**config.mk**
```make
export PLATFORM = sky130hd
export DESIGN_NAME = sound_top
export DESIGN_NICKNAME = d
export VERILOG_FILES = /design/src/rtl/sound_pkg.sv /design/src/rtl/io_write_decode.sv /design/src/rtl/dac_latches.sv /design/src/rtl/audio_mixer.sv /design/src/rtl/sound_compressor.sv /design/src/rtl/sound_top.sv
export SDC_FILE = /design/constraint.sdc
export NUM_CORES = 1
export LEC_CHECK = 0
export ABC_AREA = 1
export BUFFER_PORTS_ARGS = -buffer_cell sky130_fd_sc_hd__buf_4
export CORE_MARGIN = 4
export CORE_UTILIZATION = 51
export CTS_CLUSTER_DIAMETER = 120
export DETAILED_ROUTE_END_ITERATION = 6
export PLACE_DENSITY_LB_ADDON = 0.3
export REMOVE_ABC_BUFFERS = 1
export SKIP_CTS_REPAIR_TIMING = 1
export SLEW_MARGIN = 20
export SYNTH_ARGS = -nofsm -noshare
export SYNTH_HDL_FRONTEND = slang
export SYNTH_SLANG_ARGS = --single-unit
export TNS_END_PERCENT = 20
```
**constraint.sdc**
```tcl
create_clock -name fclk -period 1.9 [get_ports fclk]
set_input_delay 0.475 -clock fclk [delete_from_list [all_inputs] [get_ports fclk]]
set_output_delay 0.475 -clock fclk [all_outputs]
set_load 0.05 [all_outputs]
```
**src/rtl/sound_pkg.sv**
```systemverilog
`default_nettype none

package sound_pkg;

  // Bus and datapath widths
  localparam int ADDR_W   = 16;
  localparam int SAMPLE_W = 8;
  localparam int MIX_W    = 12;
  localparam int SOUND_W  = 16;

  typedef logic [SAMPLE_W-1:0] sample_t;
  typedef logic [MIX_W-1:0]    mix_t;
  typedef logic [SOUND_W-1:0]  sound_t;

  // Two views of one I/O address
  typedef struct packed {
    logic [7:0] hi;
    logic [7:0] lo;
  } io_addr_bytes_t;

  typedef union packed {
    logic [ADDR_W-1:0] word;
    io_addr_bytes_t    bytes;
  } io_addr_u;

  // Soundrive low-byte ports
  localparam logic [7:0] PORT_SDRV_A = 8'h0F;
  localparam logic [7:0] PORT_SDRV_B = 8'h1F;
  localparam logic [7:0] PORT_SDRV_C = 8'h4F;
  localparam logic [7:0] PORT_SDRV_D = 8'h5F;

  // Covox port, loads A and D at once
  localparam logic [7:0] PORT_COVOX  = 8'hFB;

  // Beeper bit in the #xxFE byte
  localparam int BEEPER_BIT = 4;

  // Compressor
  localparam mix_t MIX_KNEE  = 12'd1536;
  localparam int   OUT_SHIFT = 4;

  // Decode, latch, mix, compress
  localparam int SOUND_LATENCY = 4;

endpackage

`default_nettype wire

```
**src/rtl/io_write_decode.sv**
```systemverilog
`timescale 1ns/1ns
`default_nettype none

module io_write_decode
  import sound_pkg::*;
(
  input  logic       fclk,
  input  logic       reset,
  input  io_addr_u   addr,
  input  sample_t    data,
  input  logic       iorq_n,
  input  logic       wr_n,
  input  logic       dos,
  output logic [3:0] chan_we,
  output logic       beeper_we,
  output sample_t    wr_byte
);

  logic       io_wr;
  logic       sdrv_wr;
  logic       beep_wr;
  logic [7:0] port_lo;
  logic [3:0] chan_hit;

  // One write per clock with both strobes low
  assign io_wr = ~iorq_n & ~wr_n;

  // Soundrive only outside the DOS window
  assign sdrv_wr = io_wr & ~dos;

  // Any even port reaches #xxFE
  assign beep_wr = io_wr & ~addr.word[0];

  assign port_lo = addr.bytes.lo;

  always_comb begin
    chan_hit[0] = (port_lo == PORT_SDRV_A) || (port_lo == PORT_COVOX);
    chan_hit[1] = (port_lo == PORT_SDRV_B);
    chan_hit[2] = (port_lo == PORT_SDRV_C);
    chan_hit[3] = (port_lo == PORT_SDRV_D) || (port_lo == PORT_COVOX);
  end

  always_ff @(posedge fclk) begin
    if (reset) begin
      chan_we   <= 4'b0000;
      beeper_we <= 1'b0;
    end else begin
      chan_we   <= sdrv_wr ? chan_hit : 4'b0000;
      beeper_we <= beep_wr;
    end
  end

  // Data rides beside the strobes
  always_ff @(posedge fclk) begin
    if (io_wr) begin
      wr_byte <= data;
    end
  end

endmodule

`default_nettype wire

```
**src/rtl/dac_latches.sv**
```systemverilog
`timescale 1ns/1ns
`default_nettype none

module dac_latches
  import sound_pkg::*;
(
  input  logic       fclk,
  input  logic       reset,
  input  logic [3:0] chan_we,
  input  logic       beeper_we,
  input  sample_t    wr_byte,
  output sample_t    chan_a,
  output sample_t    chan_b,
  output sample_t    chan_c,
  output sample_t    chan_d,
  output logic       beeper
);

  // Channels A to D by strobe index
  sample_t chan_q [4];
  logic    beeper_q;

  always_ff @(posedge fclk) begin
    if (reset) begin
      for (int i = 0; i < 4; i++) begin
        chan_q[i] <= '0;
      end
    end else begin
      for (int i = 0; i < 4; i++) begin
        if (chan_we[i]) begin
          chan_q[i] <= wr_byte;
        end
      end
    end
  end

  // Port #xxFE keeps only the beeper bit
  always_ff @(posedge fclk) begin
    if (reset) begin
      beeper_q <= 1'b0;
    end else if (beeper_we) begin
      beeper_q <= wr_byte[BEEPER_BIT];
    end
  end

  assign chan_a = chan_q[0];
  assign chan_b = chan_q[1];
  assign chan_c = chan_q[2];
  assign chan_d = chan_q[3];
  assign beeper = beeper_q;

endmodule

`default_nettype wire

```
**src/rtl/audio_mixer.sv**
```systemverilog
`timescale 1ns/1ns
`default_nettype none

module audio_mixer
  import sound_pkg::*;
(
  input  logic    fclk,
  input  logic    reset,
  input  sample_t chan_a,
  input  sample_t chan_b,
  input  sample_t chan_c,
  input  sample_t chan_d,
  input  logic    beeper,
  output mix_t    mix_l,
  output mix_t    mix_r
);

  mix_t sum_l;
  mix_t sum_r;

  // Two channels at x4 plus the beeper at 256, peak 2296
  function automatic mix_t mix_side(input sample_t x, input sample_t y, input logic beep);
    mix_t x_term;
    mix_t y_term;
    mix_t b_term;
    x_term = {2'b00, x, 2'b00};
    y_term = {2'b00, y, 2'b00};
    b_term = {3'b000, beep, 8'h00};
    return x_term + y_term + b_term;
  endfunction

  // Left gets A and B, right gets C and D
  assign sum_l = mix_side(chan_a, chan_b, beeper);
  assign sum_r = mix_side(chan_c, chan_d, beeper);

  always_ff @(posedge fclk) begin
    if (reset) begin
      mix_l <= '0;
      mix_r <= '0;
    end else begin
      mix_l <= sum_l;
      mix_r <= sum_r;
    end
  end

endmodule

`default_nettype wire

```
**src/rtl/sound_compressor.sv**
```systemverilog
`timescale 1ns/1ns
`default_nettype none

module sound_compressor
  import sound_pkg::*;
(
  input  logic   fclk,
  input  logic   reset,
  input  mix_t   mix_l,
  input  mix_t   mix_r,
  output sound_t sound_l,
  output sound_t sound_r
);

  sound_t comp_l;
  sound_t comp_r;

  // Unity gain to the knee, half slope above it
  function automatic sound_t compress(input mix_t mix);
    mix_t excess;
    mix_t knee_out;
    sound_t wide;
    excess = mix - MIX_KNEE;
    if (mix > MIX_KNEE) begin
      knee_out = MIX_KNEE + (excess >> 1);
    end else begin
      knee_out = mix;
    end
    wide = sound_t'(knee_out);
    return wide << OUT_SHIFT;
  endfunction

  assign comp_l = compress(mix_l);
  assign comp_r = compress(mix_r);

  always_ff @(posedge fclk) begin
    if (reset) begin
      sound_l <= '0;
      sound_r <= '0;
    end else begin
      sound_l <= comp_l;
      sound_r <= comp_r;
    end
  end

endmodule

`default_nettype wire

```
**src/rtl/sound_top.sv**
```systemverilog
`timescale 1ns/1ns
`default_nettype none

module sound_top
  import sound_pkg::*;
(
  input  logic     fclk,
  input  logic     reset,
  input  io_addr_u addr,
  input  sample_t  data,
  input  logic     iorq_n,
  input  logic     wr_n,
  input  logic     dos,
  output sound_t   sound_l,
  output sound_t   sound_r
);

  // Decode to latches
  logic [3:0] chan_we;
  logic       beeper_we;
  sample_t    wr_byte;

  // Latches to mixer
  sample_t    chan_a;
  sample_t    chan_b;
  sample_t    chan_c;
  sample_t    chan_d;
  logic       beeper;

  // Mixer to compressor
  mix_t       mix_l;
  mix_t       mix_r;

  io_write_decode i_decode (
    .fclk      (fclk),
    .reset     (reset),
    .addr      (addr),
    .data      (data),
    .iorq_n    (iorq_n),
    .wr_n      (wr_n),
    .dos       (dos),
    .chan_we   (chan_we),
    .beeper_we (beeper_we),
    .wr_byte   (wr_byte)
  );

  dac_latches i_latches (
    .fclk      (fclk),
    .reset     (reset),
    .chan_we   (chan_we),
    .beeper_we (beeper_we),
    .wr_byte   (wr_byte),
    .chan_a    (chan_a),
    .chan_b    (chan_b),
    .chan_c    (chan_c),
    .chan_d    (chan_d),
    .beeper    (beeper)
  );

  audio_mixer i_mixer (
    .fclk   (fclk),
    .reset  (reset),
    .chan_a (chan_a),
    .chan_b (chan_b),
    .chan_c (chan_c),
    .chan_d (chan_d),
    .beeper (beeper),
    .mix_l  (mix_l),
    .mix_r  (mix_r)
  );

  sound_compressor i_compressor (
    .fclk    (fclk),
    .reset   (reset),
    .mix_l   (mix_l),
    .mix_r   (mix_r),
    .sound_l (sound_l),
    .sound_r (sound_r)
  );

endmodule

`default_nettype wire

```
* Yosys cells after proc, flatten, opt, wreduce, memory -nomap -nowiden
Memories as Yosys holds them, arrays and structs flattened. Index checks and enable logic that the tools add are counted.
Cells by class: shifts and indexed selects 0, eq/ne operators 5, $add $sub $neg 8, bitwise logic cells 12, mux-type cells 20, divide/modulo/power cells 0, reductions and logical operators 3, magnitude comparators 2, multiply operators 0
Operators with widths (count):
- $mux W8 | 4
- $add A11 B11 Y12 const A | 2
- $add A12 B9 Y12 | 2
- $gt A12 B11 Y1 const B | 2
- $mux W12 | 2
- $sub A12 B11 Y12 const B | 2
- $add A10 B10 Y11 | 2
- $eq A8 B7 Y1 const B | 2
- $mux W1 | 14
- $eq A8 B4 Y1 const B | 1
- $eq A8 B5 Y1 const B | 1
- $eq A8 B8 Y1 const B | 1
- $not A1 Y1 | 5
- $or A1 B1 Y1 | 4
- $and A1 B1 Y1 | 3
- $logic_or A1 B1 Y1 | 2
- $reduce_or A2 Y1 | 1
Storage, ports and cells: memory bits (read-only) 0, logic and storage cells 61, register bits after elaboration 70, memories kept 1, memory bits (writable) 32, bits in latches 0
Memory list:
- i_latches.chan_q | words 4, bits a word 8, read ports 4, clocked after Yosys merged registers in 0, wr ports 4, line dac_latches.sv:20 | sample_t chan_q [4];

* Longest topological paths before layout
Gate-level depths: netlist (run 1).
depth after elaboration 5, mapped depth 15, depth with buffers taken out 15

* Hierarchy
A second synthesis (run 1) with hierarchy kept.
Unflattened totals: cells, all modules 492, area total of the unflattened synthesis 4352.9 µm²
By module, submodules not included:
- audio_mixer | cells each 184, area an instance 1411.4 µm², sequential area each 400.4 µm², times used 1
- sound_compressor | cells each 175, area an instance 1239.9 µm², sequential area each 480.5 µm², times used 1
- dac_latches | cells each 86, area an instance 1219.9 µm², sequential area each 980.9 µm², times used 1
- io_write_decode | cells each 47, area an instance 481.7 µm², sequential area each 340.3 µm², times used 1

* Least setup slack after synthesis (run 1)
Ideal clock, no wire load.
path type register to register, start point memory i_latches.chan_q[2][0] in the netlist's numbering, end point register i_mixer.mix_r[10], slack -0.229 ns, required time 1.785 ns, setup time 0.115 ns, path buffers 0, cell stages (with the launch flop) 16, data arrival time 2.014 ns, clock period less this slack 2.129 ns, path through edfxtp_1 ha_1 fa_1 nand2_1 nand2_1 and2_1 nand3_1 nand2_1 nand2_1 nand2_1 ha_1 ha_1 inv_1 nand3_1 nand2_1 nor2_1
RTL lines:
- start, declared | line dac_latches.sv:20
- end signal, assigned | line audio_mixer.sv:42 | mix_r <= sum_r;
- end, declared | line audio_mixer.sv:15 | output mix_t mix_r

==> results of run 1 <==
==> layout by cell type (no fill, tap or decap), types with 2 or more instances in the layout <==
cell type / n
conb_1: 10
nand3_2: 6
a21oi_1: 34
inv_6: 2
or2_2: 5
inv_2: 7
clkbuf_8: 9
buf_4: 58
nor3_1: 4
nand2_2: 3
ha_4: 2
nor2_1: 76
o21ai_0: 10
nor2_2: 5
xor2_1: 2
clkinvlp_4: 2
nand3_1: 21
edfxtp_1: 40
dfxtp_1: 48
nand3b_1: 5
nand2_1: 82
ha_2: 2
fa_2: 2
inv_1: 61
ha_1: 20
==> worst max-delay path, delay by kind of cell, from the launching register on <==
family	cells	cell delay [ps]
and+or+nand+nor	10	720
buffers and inverters	1	60
adders and majority gates	4	900
DFF	1	390
==> logic make-up (layout without fill, tap and decap cells) <==
| kind of cell | after synthesis | after routing |
|---|---|---|
| simple gates | 213 | 213 |
| flops | 88 | 88 |
| buf+inv | 87 | 142 |
| compound gates | 49 | 49 |
| fa+ha+maj | 26 | 26 |
| xor+xnor | 3 | 3 |
| other cells | 1 | 10 |
==> metrics by stage <==
| step | setup TNS [ps] | hold WS, ps | worst slack (ps) | instance area (µm²) | power [µW] |
|---|---|---|---|---|---|
| global placement | -821.3 | 412.8 | -295.4 | 4559 | 2498 |
| finish | -537.3 | 278.7 | -255.1 | 4830 | 3741 |
| floorplan | -554.4 | 406.6 | -237.4 | 4011 | 2378 |
| CTS | -1406 | 263.8 | -420.1 | 4753 | 3769 |
| global route | -1252 | 262.7 | -370.3 | 4830 | 3902 |
| detailed placement | -1282 | 427.0 | -400.0 | 4559 | 2509 |
==> path summary, 6_finish.rpt <==
path | cells after the start | to | startpoint
max | 15 | i_mixer.mix_r[10]$_SDFF_PP0_ | i_latches.chan_q[2][0]$_SDFFCE_PN0P_
min | 2 | i_decode.beeper_we$_SDFF_PP0_ | addr[0]
max reg2reg | 15 | i_mixer.mix_r[10]$_SDFF_PP0_ | i_latches.chan_q[2][0]$_SDFFCE_PN0P_
min reg2reg | 1 | i_latches.beeper$_SDFFE_PP0P_ | i_decode.beeper_we$_SDFF_PP0_
==> layer usage <==
metal / GRT usage (%) / part of all wire [%] / vias up
met5: 0 / 0 / -
met4: 8.520 / 3.0 / 0
met3: 3.929 / 4.7 / 14
met1: 16.84 / 44 / 1342
met2: 26.70 / 49 / 60
li1: - / - / 1598
==> state kept, by name, indices dropped and copies added, names as in the netlist <==
name and cells:
i_latches.beeper 1, i_decode.wr_byte 8, i_latches.chan_q 32, i_compressor.sound_l 11
i_mixer.mix_r 10, i_decode.beeper_we 1, i_compressor.sound_r 11, i_mixer.mix_l 10
i_decode.chan_we 4
==> area by class of cell <==
type | count | area share, %
inverter | 68 | 5.285
tap | 102 | 2.642
clock buffer | 10 | 2.642
timing repair buffer | 58 | 9.016
multi-input combinational | 301 | 34.27
clock inverter | 6 | 1.373
sequential | 88 | 44.77
==> power groups by stage <==
| stage | clock [µW] | sequential (µW) | combinational (µW) |
|---|---|---|---|
| finish | 1270 | 2070 | 403 |
| global route | 1380 | 2080 | 446 |
| CTS | 1300 | 2070 | 395 |
| detailed placement | 0 | 2120 | 393 |
| global placement | 0 | 2110 | 385 |
| floorplan | 0 | 2160 | 216 |
==> flow_summary.yaml, run 1 <==
placed_design:
  portBuffers: 42
  dp_cells: 615
  gp_congestion: 0.8258
  hpwlAfterDp_um: 5283
die:
  core_area_um2: 7807
  dieArea_um2: 9594
  pin_count: 61
  fp.dieH_um: 97.95
  die_w_um: 97.95
  rows: 32
  initial_core_util_pct: 52.85
critical_path:
  critical_path.slowest_cell: "edfxtp_1"
  worstPathMaxFanout: 2
  path_class: "flip-flop to flip-flop"
  worst_setup_path_end_kind: "flip-flop"
  arrival_ps: 2400
  worst-endpoint-required_ps: 2150
  crit_chain: "ha_2 > fa_2 > nand2_2 > nand2_2 > and2_4 > nand3_2 > nand2_1 > nand2_1 > nand2_2 > ha_4 > ha_4 > inv_2 > nand3_2 > nand2_1 > nor2_1"
  critical-path-max-stage-delay_ps: 390
  rrSetupSlack_ps: -260
  cp-start-kind: "flip-flop"
pwr:
  ir_drop_v: 0.0003558
  power_frac_comb_pct: 10.8
  power_density_nw_per_um2: 774.5
  switching_power_uw: 951.6
  internal_power_uw: 2789
  clkPwrFrac_pct: 33.8
  switching_share_pct: 25.44
  seqPwrFrac_pct: 55.4
  leakage_uw: 0.002330
run_status:
  status: "complete, but fails checks"
  violations: "negative setup slack"
synth:
  synth_largest_area_cell: "edfxtp_1"
  synthSimpleGateAreaFrac_pct: 22.47
  ys_async_sr_fraction_pct: 0
  synth-main-ff-cell: "dfxtp_1"
  synth_edf_count: 40
  synth_cells: 467
  synth_cell_types: 33
  yosysSeqAreaShare_pct: 52.40
  yosysWarningCount: 0
  syn_avg_cell_area_um2: 8.836
  synth_top_cell_area_share_pct: 29.11
  synth-xor-area-share_pct: 0.6367
  synthTopCellsByArea: "edfxtp_1 29%, dfxtp_1 23%, nand2_1 7.7%"
  synth_compound_area_share_pct: 6.367
  synth.cell_area_um2: 4126
  synth_most_common_cell: "nand2_1"
  synth_fa_ha_area_share_pct: 8.247
  synth_top_family_by_area: "simple AND/OR/NAND/NOR gates"
  synth.top_cells.by_count: "85 x nand2_1, 77 x nor2_1, 63 x inv_1"
  synth-seq-cells: 88
  muxShareOfSynthArea_pct: 0
sta:
  finalClockSkew_ps: 10.42
  max_freq_mhz: 464.0
  drv_slew: 0
  hold_viol: 0
  finalWorstSetupSlack_ps: -255.1
  period_share_pct: 113.4
  grt_setup_unrepaired: "yes"
  setup_viol: 5
  period_minus_slack_ps: 2155
global_routing:
  track_usage_pct: 15.28
  grt_pass1_vias: 2791
  grt_max_degree: 26
  grt_overflow_total: 0
  grt_antenna_before_repair: 0
  grt_pass1_wl_um: 11690
final_layout:
  num_antenna_cells: 0
  final_nets: 581
  synthToLayoutAreaGrowth_pct: 17.04
  layout.cells.non_filler: 633
  multi_input_area_um2: 1655
  fillers: 682
  drive_gt1_share_pct: 20.53
  seq_area_um2: 2162
  fin_util_pct: 61.86
drt:
  wl_um: 7114
  ant_nets: 0
  drt_pass1_iterations: 5
  viasPerCell: 4.761
  routedWlPerCell_um: 11.24
  drc_errors: 0
  vias: 3014
  drtIter0Drc: 114
clock_network:
  cts_buffers: 9
  clock-sinks: 88
  cts.path.max_buffers: 2
  cts.clk_slew.worst_paths_ps: 80
  cts_max_level: 3
  clock_latency_ps: 350
  cts_root_buffer: "clkbuf_8"
  cts_tree: "built"
run:
  maxCapViolCount: 0
min_path:
  worst_hold_path_type: "input port to flip-flop"
(Power assumes the default switching activity.)
==> run 2: changes to the inputs <==
--- a/config.mk
+++ b/config.mk
@@ -8,7 +8,7 @@
 export ABC_AREA = 1
 export BUFFER_PORTS_ARGS = -buffer_cell sky130_fd_sc_hd__buf_4
 export CORE_MARGIN = 4
-export CORE_UTILIZATION = 51
+export CORE_UTILIZATION = 52
 export CTS_CLUSTER_DIAMETER = 120
 export DETAILED_ROUTE_END_ITERATION = 6
 export PLACE_DENSITY_LB_ADDON = 0.3
@@ -17,5 +17,6 @@
 export SLEW_MARGIN = 20
 export SYNTH_ARGS = -nofsm -noshare
 export SYNTH_HDL_FRONTEND = slang
+export SYNTH_HIERARCHICAL = 1
 export SYNTH_SLANG_ARGS = --single-unit
 export TNS_END_PERCENT = 20
==> flow_summary.yaml, run 2 <==
critical_path:
  cp_common_cell: "nand2_1"
  worst-endpoint-required_ps: 2190
  r2r_cells: 11
  cp-startpoint: "i_latches/chan_q[2][6]$_SDFFCE_PN0P_"
  crit_path_end: "i_mixer/mix_r[10]$_SDFF_PP0_"
  crit_chain: "inv_1 > fa_1 > inv_1 > ha_4 > nand2_1 > inv_1 > a21oi_2 > nand2_1 > nand2_1 > nand2_1 > nor2_1"
  cp-start-kind: "flip-flop"
  timing.rr.start: "i_latches/chan_q[2][6]$_SDFFCE_PN0P_"
  cp.depth: 11
  worst_setup_path_end_kind: "flip-flop"
  crit_family: "adder cells"
  path_class: "flip-flop to flip-flop"
  worstPathMaxFanout: 4
  timing.rr.end: "i_mixer/mix_r[10]$_SDFF_PP0_"
  critPathBufInv: 3
  critical_path.slowest_cell: "fa_1"
  arrival_ps: 2110
  critical-path-max-stage-delay_ps: 530
  rrSetupSlack_ps: 80
die:
  core_area_um2: 8175
  dieArea_um2: 9899
  initial_core_util_pct: 53.24
  rows: 33
  fp.dieH_um: 99.50
  die_w_um: 99.50
  pin_count: 61
drt:
  viasPerCell: 4.753
  wl_um: 7186
  vias: 3104
  ant_nets: 0
  drtIter0Drc: 67
  drc_errors: 0
  drt_pass1_iterations: 4
  routedWlPerCell_um: 11.00
final_layout:
  largest-register: "i_latches/chan_q"
  drive_gt1_share_pct: 17.88
  seq_area_um2: 2203
  num_antenna_cells: 0
  fin_area_um2: 5007
  final_cell_mix: "114 x nor2_1, 79 x nand2_1, 66 x inv_1"
  final_nets: 608
  fillers: 688
  largest_registers: "i_latches/chan_q (32), i_compressor/sound_l (12), i_compressor/sound_r (12)"
  multi_input_area_um2: 1859
  synthToLayoutAreaGrowth_pct: 15.03
  final_common_cell: "nor2_1"
  largest_reg_flops: 32
clock_network:
  cts.path.max_buffers: 2
  clock_latency_ps: 350
  cts_max_level: 3
  cts.clk_slew.worst_paths_ps: 90
  cts_buffers: 9
  cts_tree: "built"
  clock-sinks: 90
  cts_root_buffer: "clkbuf_8"
pwr:
  seqPwrFrac_pct: 55.2
  power_frac_comb_pct: 11.5
  switching_share_pct: 25.87
  clkPwrFrac_pct: 33.4
  ir_drop_v: 0.0003113
  leakage_uw: 0.002388
  power_density_nw_per_um2: 768.0
  total_power_uw: 3846
  internal_power_uw: 2851
  switching_power_uw: 995.0
synth:
  synth_largest_area_cell: "edfxtp_1"
  synthTopCellsByArea: "edfxtp_1 28%, dfxtp_1 23%, nor2_1 9.8%"
  yosysSeqAreaShare_pct: 50.59
  synth_top_cell_area_share_pct: 27.59
  synth_cells: 492
  syn_avg_cell_area_um2: 8.847
  synth-main-ff-cell: "dfxtp_1"
  ys_async_sr_fraction_pct: 0
  synth.top_cells.by_count: "114 x nor2_1, 81 x nand2_1, 69 x inv_1"
  synth_cell_types: 30
  synth-seq-cells: 90
  yosysWarningCount: 6
  synth_edf_count: 40
  synth_most_common_cell: "nor2_1"
  synth.cell_area_um2: 4353
sta:
  setup_viol: 0
  period_minus_slack_ps: 1816
  hold_slack_ps: 289.6
  drv_slew: 0
  finalClockSkew_ps: 9.860
  grt_setup_unrepaired: "yes"
  hold_viol: 0
  period_share_pct: 95.57
  max_freq_mhz: 550.7
global_routing:
  use_met2_pct: 27.17
  grt_overflow_total: 0
  use_met3_pct: 2.595
  grt_max_degree: 30
  grt_pass1_wl_um: 11790
  grt_pass1_vias: 2895
  grt-busiest-layer: "met2"
  grt_antenna_before_repair: 0
  grt_util_met1_pct: 16.67
  track_usage_pct: 14.86
placed_design:
  placed_area_um2: 4745
  gp_congestion: 0.7702
  portBuffers: 44
  hpwlAfterDp_um: 5482
run_status:
  status: "finished, final reports clean"
run:
  maxCapViolCount: 0
min_path:
  worst_hold_path_type: "input port to flip-flop"
## run 2: worst register-to-register path: stages (launching register included)
cell and delay (ps):
edfxtp_1 330, inv_1 50, fa_1 530, inv_1 60, ha_4 250, nand2_1 80, inv_1 60, a21oi_2 130
nand2_1 80, nand2_1 60, nand2_1 40, nor2_1 90
## run 2: worst min-delay path by stage
stage	from	cells past startpoint	endpoint	slack [ps]
final	addr[0]	2	i_decode/beeper_we$_SDFF_PP0_	290
after floorplan	i_decode/beeper_we$_SDFF_PP0_	2	i_latches/beeper$_SDFFE_PP0P_	450
after global routing	data[6]	1	i_decode/wr_byte[6]$_DFFE_PP_	270
after CTS	addr[0]	2	i_decode/beeper_we$_SDFF_PP0_	270
after detailed placement	i_decode/beeper_we$_SDFF_PP0_	2	i_latches/beeper$_SDFFE_PP0P_	480
after global placement	i_decode/beeper_we$_SDFF_PP0_	2	i_latches/beeper$_SDFFE_PP0P_	460
## run 2: cells by family (layout without fill, tap and decap cells)
family	Yosys count	count (layout)	share of synthesized area [%]
other	2	12	0.1725
buffers and inverters	89	135	8.939
multiplexers	6	6	1.380
adder cells (fa/ha/maj)	36	36	11.04
AND/OR/NAND/NOR	244	244	24.72
flip-flops	90	90	50.59
XOR/XNOR	2	2	0.4025
AO/OA/AOI/OAI	23	23	2.759
## run 2: layer usage
metal	up-vias	share of wire (%)
met1	1397	42
met5	-	0
met4	0	1.5
met2	69	52
li1	1630	-
met3	8	5.0
## run 2: per-stage QoR
| step | TNS, ps | worst slack [ps] | utilization, % | cells |
|---|---|---|---|---|
| 2_1_floorplan | 0 | 114.6 | - | 488 |
| 3_3_place_gp | 0 | 13.92 | 58.03 | 637 |
| 3_5_place_dp | -59.69 | -49.06 | 58.03 | 637 |
| 4_1_cts | -88.63 | -58.71 | 60.50 | 653 |
| 5_1_grt | -69.86 | -38.74 | 61.25 | 653 |
| 6_report | 0 | 84.14 | 61.25 | 653 |
## run 2: final cells by class
| type | count | share of cell area, % |
|---|---|---|
| Inverter | 75 | 5.622 |
| Clock inverter | 7 | 1.549 |
| Timing Repair Buffer | 44 | 6.597 |
| Tap cell | 105 | 2.624 |
| Sequential cell | 90 | 44.00 |
| Multi-Input combinational cell | 323 | 37.13 |
| Clock buffer | 9 | 2.474 |
## run 2: power groups by stage
| stage | combinational, µW | clock [µW] | sequential [µW] |
|---|---|---|---|
| 2_1_floorplan | 236 | 0 | 2230 |
| 3_5_place_dp | 429 | 0 | 2170 |
| 3_3_place_gp | 419 | 0 | 2160 |
| 5_1_grt | 490 | 1400 | 2130 |
| 6_report | 441 | 1280 | 2120 |
| 4_1_cts | 431 | 1320 | 2120 |
